`src/rtl/aes_pkg.sv`:
```
package aes_pkg;

    localparam int block_bits = 128;  // block and key width.
    localparam int num_rounds = 10;
    localparam int num_keys   = num_rounds + 1;

    // ~~~~~~~~~~~~~~~~~~~~~~~~~~~~~~~~~~~~~~~~~~~~~~~~~~~~~~~~~~~~~~~~~~~~
    // forward S-box, entry 0 in the top byte.
    // ~~~~~~~~~~~~~~~~~~~~~~~~~~~~~~~~~~~~~~~~~~~~~~~~~~~~~~~~~~~~~~~~~~~~
    localparam logic [0:255][7:0] sbox_tbl = {
        128'h637c777bf26b6fc53001672bfed7ab76,
        128'hca82c97dfa5947f0add4a2af9ca472c0,
        128'hb7fd9326363ff7cc34a5e5f171d83115,
        128'h04c723c31896059a071280e2eb27b275,
        128'h09832c1a1b6e5aa0523bd6b329e32f84,
        128'h53d100ed20fcb15b6acbbe394a4c58cf,
        128'hd0efaafb434d338545f9027f503c9fa8,
        128'h51a3408f929d38f5bcb6da2110fff3d2,
        128'hcd0c13ec5f974417c4a77e3d645d1973,
        128'h60814fdc222a908846eeb814de5e0bdb,
        128'he0323a0a4906245cc2d3ac629195e479,
        128'he7c8376d8dd54ea96c56f4ea657aae08,
        128'hba78252e1ca6b4c6e8dd741f4bbd8b8a,
        128'h703eb5664803f60e613557b986c11d9e,
        128'he1f8981169d98e949b1e87e9ce5528df,
        128'h8ca1890dbfe6426841992d0fb054bb16
    };

    // the same 128 bits seen as one word or as 16 bytes.
    // bytes[0] is the top byte, so bytes[4*c + r] is row r of column c.
    typedef union packed {
        logic [block_bits-1:0]            word;
        logic [0:block_bits/8-1][7:0]     bytes;
    } aes_state_u;

    function automatic logic [7:0] sbox(input logic [7:0] b);
        return sbox_tbl[b];
    endfunction

    // round constant for key index 1 to 10.
    function automatic logic [7:0] rcon(input logic [3:0] idx);
        case (idx)
            4'd1:    return 8'h01;
            4'd2:    return 8'h02;
            4'd3:    return 8'h04;
            4'd4:    return 8'h08;
            4'd5:    return 8'h10;
            4'd6:    return 8'h20;
            4'd7:    return 8'h40;
            4'd8:    return 8'h80;
            4'd9:    return 8'h1b;
            4'd10:   return 8'h36;
            default: return 8'h00;
        endcase
    endfunction

    function automatic logic [7:0] xtime(input logic [7:0] b);
        return {b[6:0], 1'b0} ^ (b[7] ? 8'h1b : 8'h00);  // reduce by x^8+x^4+x^3+x+1.
    endfunction

endpackage

```
`src/rtl/key_sched_ctrl.sv`:
```
module key_sched_ctrl import aes_pkg::*; (
    input  logic       clk,
    input  logic       rst,
    input  logic       key_start,
    output logic       key_en,
    output logic [3:0] round_idx,
    output logic       key_done
);

    logic running;    // low is idle, high is run.
    logic last_step;

    assign last_step = running && (round_idx == 4'(num_rounds));

    always_ff @(posedge clk) begin
        if (!rst) begin
            running   <= 1'b0;
            round_idx <= 4'd0;
        end else if (!running) begin
            if (key_start) begin
                running   <= 1'b1;
                round_idx <= 4'd0;
            end
        end else if (last_step) begin
            running <= 1'b0;  // round_idx holds at 10 while idle.
        end else begin
            round_idx <= round_idx + 4'd1;
        end
    end

    // one key per cycle while running, indices 0 to 10.
    assign key_en   = running;
    assign key_done = last_step;

endmodule

```
`config.mk`:
```
export PLATFORM = sky130hd
export DESIGN_NAME = key_sched_ctrl
export DESIGN_NICKNAME = d
export VERILOG_FILES = /design/src/rtl/aes_pkg.sv /design/src/rtl/key_sched_ctrl.sv
export SDC_FILE = /design/constraint.sdc
export NUM_CORES = 1
export LEC_CHECK = 0
export BUFFER_PORTS_ARGS = -buffer_cell sky130_fd_sc_hd__buf_2
export CORE_AREA = 3 3 40 42
export CTS_CLUSTER_DIAMETER = 40
export DETAILED_ROUTE_END_ITERATION = 10
export DIE_AREA = 0 0 43 45
export GPL_TIMING_DRIVEN = 0
export PLACE_DENSITY_LB_ADDON = 0.1
export SLEW_MARGIN = 20
export SYNTH_ARGS = -nofsm -noshare
export SYNTH_HDL_FRONTEND = slang
export SYNTH_SLANG_ARGS = --single-unit
export TNS_END_PERCENT = 5
```
`constraint.sdc`:
```
create_clock -name clk -period 2.1 [get_ports clk]
set_clock_uncertainty 0.05 [all_clocks]
set_input_delay 0.525 -clock clk [delete_from_list [all_inputs] [get_ports clk]]
set_output_delay 0.525 -clock clk [all_outputs]
set_load 0.005 [all_outputs]
```
==> results of run 1 <==
cells in the mapped netlist:
master	count
a21oi_1	1
a31oi_1	1
inv_1	2
nand3_1	1
o22ai_1	1
ha_1	2
nor2b_4	2
o21ai_0	2
nor2_1	2
dfxtp_1	5
a41oi_1	1
o32ai_1	1
a32oi_1	1
nand2_1	4
mux2i_1	1
nor3_1	2
state kept, by name, indices dropped and copies added (netlist names):
name,count
round_idx,4
key_en,1
metal layers:
| layer | routed length [um] | up-vias | GRT usage (%) |
|---|---|---|---|
| met4 | 0 | 0 | 1.81 |
| met5 | 0 | - | 0 |
| met1 | 302 | 127 | 7.71 |
| li1 | - | 132 | - |
| met2 | 255 | 7 | 11.1 |
| met3 | 49 | 0 | 5.98 |
kinds of logic (layout without fill, tap and decap cells):
group	after synthesis	in the layout	synth area share, %
buffers and inverters	2	14	2.87
AO/OA/AOI/OAI	8	8	20.6
multiplexers	1	1	3.83
flip-flops	5	5	38.3
AND/OR/NAND/NOR	11	11	24.9
adder cells (fa/ha/maj)	2	2	9.57
how the worst min path moves through the flow:
stage                      start      endpoint  slack (ns)
global placement    round_idx[0]  round_idx[0]        0.51
floorplan           round_idx[0]  round_idx[0]        0.47
global route                 rst  round_idx[0]        0.54
CTS                 round_idx[1]  round_idx[1]        0.51
detailed placement  round_idx[1]  round_idx[1]        0.50
finish              round_idx[1]  round_idx[1]        0.51
through the flow:
stage / total power [mW] / utilization (%) / setup WS [ns]
floorplan: 0.120 / - / 0.682
global placement: 0.130 / 24.9 / 0.506
detailed placement: 0.130 / 24.9 / 0.484
CTS: 0.243 / 27.0 / 0.224
global route: 0.252 / 27.0 / 0.110
finish: 0.238 / 27.0 / 0.236
layout make-up:
| type | instances | area (um2) |
|---|---|---|
| tap | 15 | 18.8 |
| multi-input combinational | 22 | 154 |
| timing repair buffer | 8 | 40.0 |
| inverter | 2 | 7.51 |
| sequential | 5 | 100 |
| clock buffer | 4 | 26.3 |
| fill | 151 | 938 |
power breakdown:
part / internal (mW) / switching, mW
Combinational: 0.0116 / 0.0108
Clock: 0.0718 / 0.0387
Sequential: 0.0989 / 0.00665
worst max-delay path, cell delays in order, from the launching register on:
cell and delay [ns]:
dfxtp_1 0.43, inv_1 0.09, ha_1 0.21, nand2_1 0.14, nor2b_4 0.05, buf_2 0.12
==> impl_metrics.tcl, run 1 <==
set metrics [dict create \
    routabilityCongestion 0.647 \
    final-hold-violation-count 0 \
    period_needed_ns 1.86 \
    viasPerCell 4.75 \
    hold_ws_ns 0.507 \
    p_leak_nw 0.155 \
    vias 266 \
    layout-drive-gt1-share_pct 31.7 \
    ys_seq_area_share_pct 38.3 \
    cts_root_buf "clkbuf_4" \
    hpwl_um 466 \
    crit_type "reg -> out" \
    relSlewSlack_pct 81.5 \
    cts_buffer_depth 2 \
    final_common_cell "buf_2" \
    worstReg2RegEnd "round_idx[1]" \
    rsz0062_at_grt "no" \
    antenna_found_initial 0 \
    die_w_um 43 \
    reg2reg_from "round_idx[0]" \
    ant_nets 0 \
    synth.top_cell.area_share_pct 38.3 \
    cts_tree "built" \
    grt_pass1_wl_um 1010 \
    start_kind "register" \
    drv_slew 0 \
    core-area_um2 1280 \
    crit_arrival_ns 1.29 \
    ys_types 16 \
    max_cap_viol_count 0 \
    die-area_um2 1940 \
    finalSetupViolCount 0 \
    fp.dieH_um 45 \
    status "complete, no violations" \
    netlist_area_um2 262 \
    clk_pin_slew_ns 0.04 \
    ir_worst_vdd_uv 283 \
    tightestPinTransition_ns 0.278 \
    cts_made_buffers 3 \
    worstHoldPathType "reg -> reg" \
    grt_pass1_vias 253 \
    synth_area_leader_cell "dfxtp_1" \
    crit_start "round_idx[0]" \
    reg2reg_slack_ns 0.72 \
    timing.fmax_ghz 0.536 \
    htreeDepth 1 \
    antennaDiodeCount 0 \
    stdcell_count 56 \
    crit_required_ns 1.52 \
    final_cell_mix "8 x buf_2, 5 x dfxtp_1, 4 x nand2_1" \
    detail_route.wl_per_cell_um 10.9 \
    dp.cells 52 \
    insertion_delay_ns 0.24 \
    r2r_cells 5 \
    synth-seq-cells 5 \
    syn_nets 34 \
    rows 13 \
    drt_iter0_markers 3 \
    synth_area_leaders "dfxtp_1 38%, nor2b_4 11%, ha_1 9.6%" \
    finalNetCount 47 \
    finalInstanceArea_um2 347 \
    tns_ns 0 \
    endpoint "key_done" \
    synthCells 29 \
    post_cts_buffers 0 \
    wirelength_um 608 \
    crit_path_max_fanout 6 \
    pin_count 9 \
    grt_usage_pct 7.24 \
    placed_area_um2 320 \
    grt_overflow_total 0 \
    cts_sinks 5 \
    drtPass1Iterations 4 \
    timing.final.crit_share_pct 88.8 \
    initial_core_util_pct 20.4 \
    drcViolationCount 0 \
    grt_max_degree 9 \
    io_buffers 8 \
    yosys_warnings 0 \
    powerDensity_nw_per_um2 688 \
    cts.hold.buffers_added 0 \
    cts_resized 0 \
    hold_depth 2 \
    end_kind "output port" \
    avgSynthCellArea_um2 9.02 \
    area_growth_syn_to_layout_pct 32.5 \
]
No activity file was read; power rests on OpenSTA's default activity.
==> run 2: changes to the inputs <==
--- a/config.mk
+++ b/config.mk
@@ -6,6 +6,8 @@
 export NUM_CORES = 1
 export LEC_CHECK = 0
 export BUFFER_PORTS_ARGS = -buffer_cell sky130_fd_sc_hd__buf_2
+export CELL_PAD_IN_SITES_DETAIL_PLACEMENT = 1
+export CELL_PAD_IN_SITES_GLOBAL_PLACEMENT = 1
 export CORE_AREA = 3 3 40 42
 export CTS_CLUSTER_DIAMETER = 40
 export DETAILED_ROUTE_END_ITERATION = 10
==> impl_metrics.tcl, run 2 (synthesis gave the netlist of run 1 again) <==
set metrics [dict create \
    grt_pass1_vias 281 \
    relSlewSlack_pct 82.4 \
    start_kind "register" \
    final_common_cell "buf_2" \
    top_layer "met4" \
    cts_resized 0 \
    final_cell_mix "8 x buf_2, 5 x dfxtp_1, 4 x nand2_1" \
    cts.hold.buffers_added 0 \
    drcViolationCount 0 \
    largest_reg_flops 4 \
    dr_wl_met3_um 65 \
    htreeDepth 1 \
    vias 266 \
    antennaDiodeCount 0 \
    io_buffers 8 \
    fp.dieH_um 45 \
    cts_tree "built" \
    cts_made_buffers 3 \
    cts_root_buf "clkbuf_4" \
    fillers 162 \
    cp.buffers_inverters 2 \
    detail_route.wl_per_cell_um 12.3 \
    end_kind "output port" \
    final-hold-violation-count 0 \
    core-area_um2 1280 \
    die_w_um 43 \
    ant_nets 0 \
    timing.fmax_ghz 0.539 \
    worstHoldPathType "reg -> reg" \
    period_needed_ns 1.85 \
    tightestPinTransition_ns 0.264 \
    max_cap_viol_count 0 \
    crit_type "reg -> out" \
    timing.final.crit_share_pct 88.3 \
    post_cts_buffers 0 \
    status "complete, no violations" \
    drv_slew 0 \
    r2r_cells 5 \
    grt_pass1_wl_um 1160 \
    finalNetCount 47 \
    drt_iter0_markers 3 \
    hold_depth 2 \
    crit_required_ns 1.52 \
    ir_worst_vdd_uv 302 \
    rows 13 \
    top_register "round_idx" \
    cts_sinks 5 \
    wirelength_um 688 \
    reg2reg_slack_ns 0.71 \
    path_delay_family "flip-flops" \
    drtPass1Iterations 2 \
    drt-met1-wl_um 292 \
    hpwl_um 550 \
    viasPerCell 4.75 \
    grt_max_degree 9 \
    post-route-util_pct 27.0 \
    tns_ns 0 \
    routabilityCongestion 0.636 \
    antenna_found_initial 0 \
    crit_path_max_fanout 6 \
    cp_slowest_cell "dfxtp_1" \
    powerDensity_nw_per_um2 691 \
    grt_overflow_total 0 \
    clk_pin_slew_ns 0.04 \
    die-area_um2 1940 \
    finalSetupViolCount 0 \
    pin_count 9 \
    rsz0062_at_grt "no" \
    met2_length_um 321 \
    layout-drive-gt1-share_pct 31.7 \
    path_cells "inv_1 > ha_1 > nand2_1 > nor2b_4 > buf_2" \
    grt_usage_pct 8.58 \
    crit_cells 5 \
    p_leak_nw 0.155 \
    crit_arrival_ns 1.28 \
    insertion_delay_ns 0.24 \
    cp_slowest_stage_delay_ns 0.42 \
    cts_buffer_depth 2 \
    area_growth_syn_to_layout_pct 32.5 \
    initial_core_util_pct 20.4 \
]
-- run 2: cell counts in the layout (fill, tap and decap cells not counted) --
Identical to the previous run, type by type.
-- run 2: area by class of cell --
| cell class | count | area [um2] | share of cell area, % |
|---|---|---|---|
| Clock buffer | 4 | 26.3 | 7.58 |
| Multi-Input combinational cell | 22 | 154 | 44.4 |
| Timing Repair Buffer | 8 | 40.0 | 11.6 |
| Tap cell | 15 | 18.8 | 5.42 |
| Sequential cell | 5 | 100 | 28.9 |
| Inverter | 2 | 7.51 | 2.17 |
-- run 2: metal layers --
metal  vias up  GRT usage, %
met1       126          9.64
li1        130             -
met3         2          3.19
met2         8          12.0
met5         -             0
met4         0          9.04
-- run 2: worst reg2reg max path: stages (launching register included) --
cell and delay, ns:
dfxtp_1 0.42, inv_1 0.09, ha_1 0.22, nand2_1 0.15
o21ai_0 0.13, o32ai_1 0.25
-- run 2: final timing paths --
check          startpoint            to
min reg2reg  round_idx[0]  round_idx[0]
min          round_idx[0]  round_idx[0]
max          round_idx[0]      key_done
max reg2reg  round_idx[0]  round_idx[1]
-- run 2: power by group --
part / internal (mW) / switching (mW)
Sequential: 0.0988 / 0.00627
Combinational: 0.0116 / 0.0115
Clock: 0.0718 / 0.0394
Total: 0.182 / 0.0571
-- run 2: stage by stage --
| step | cell area [um2] | setup slack, ns | instances | hold WS (ns) | total power, mW |
|---|---|---|---|---|---|
| after floorplan | 262 | 0.682 | 29 | 0.465 | 0.120 |
| after global placement | 320 | 0.510 | 52 | 0.484 | 0.130 |
| after detailed placement | 320 | 0.501 | 52 | 0.493 | 0.130 |
| after CTS | 347 | 0.228 | 56 | 0.506 | 0.247 |
| after global routing | 347 | 0.158 | 56 | 0.531 | 0.258 |
| final | 347 | 0.246 | 56 | 0.505 | 0.239 |
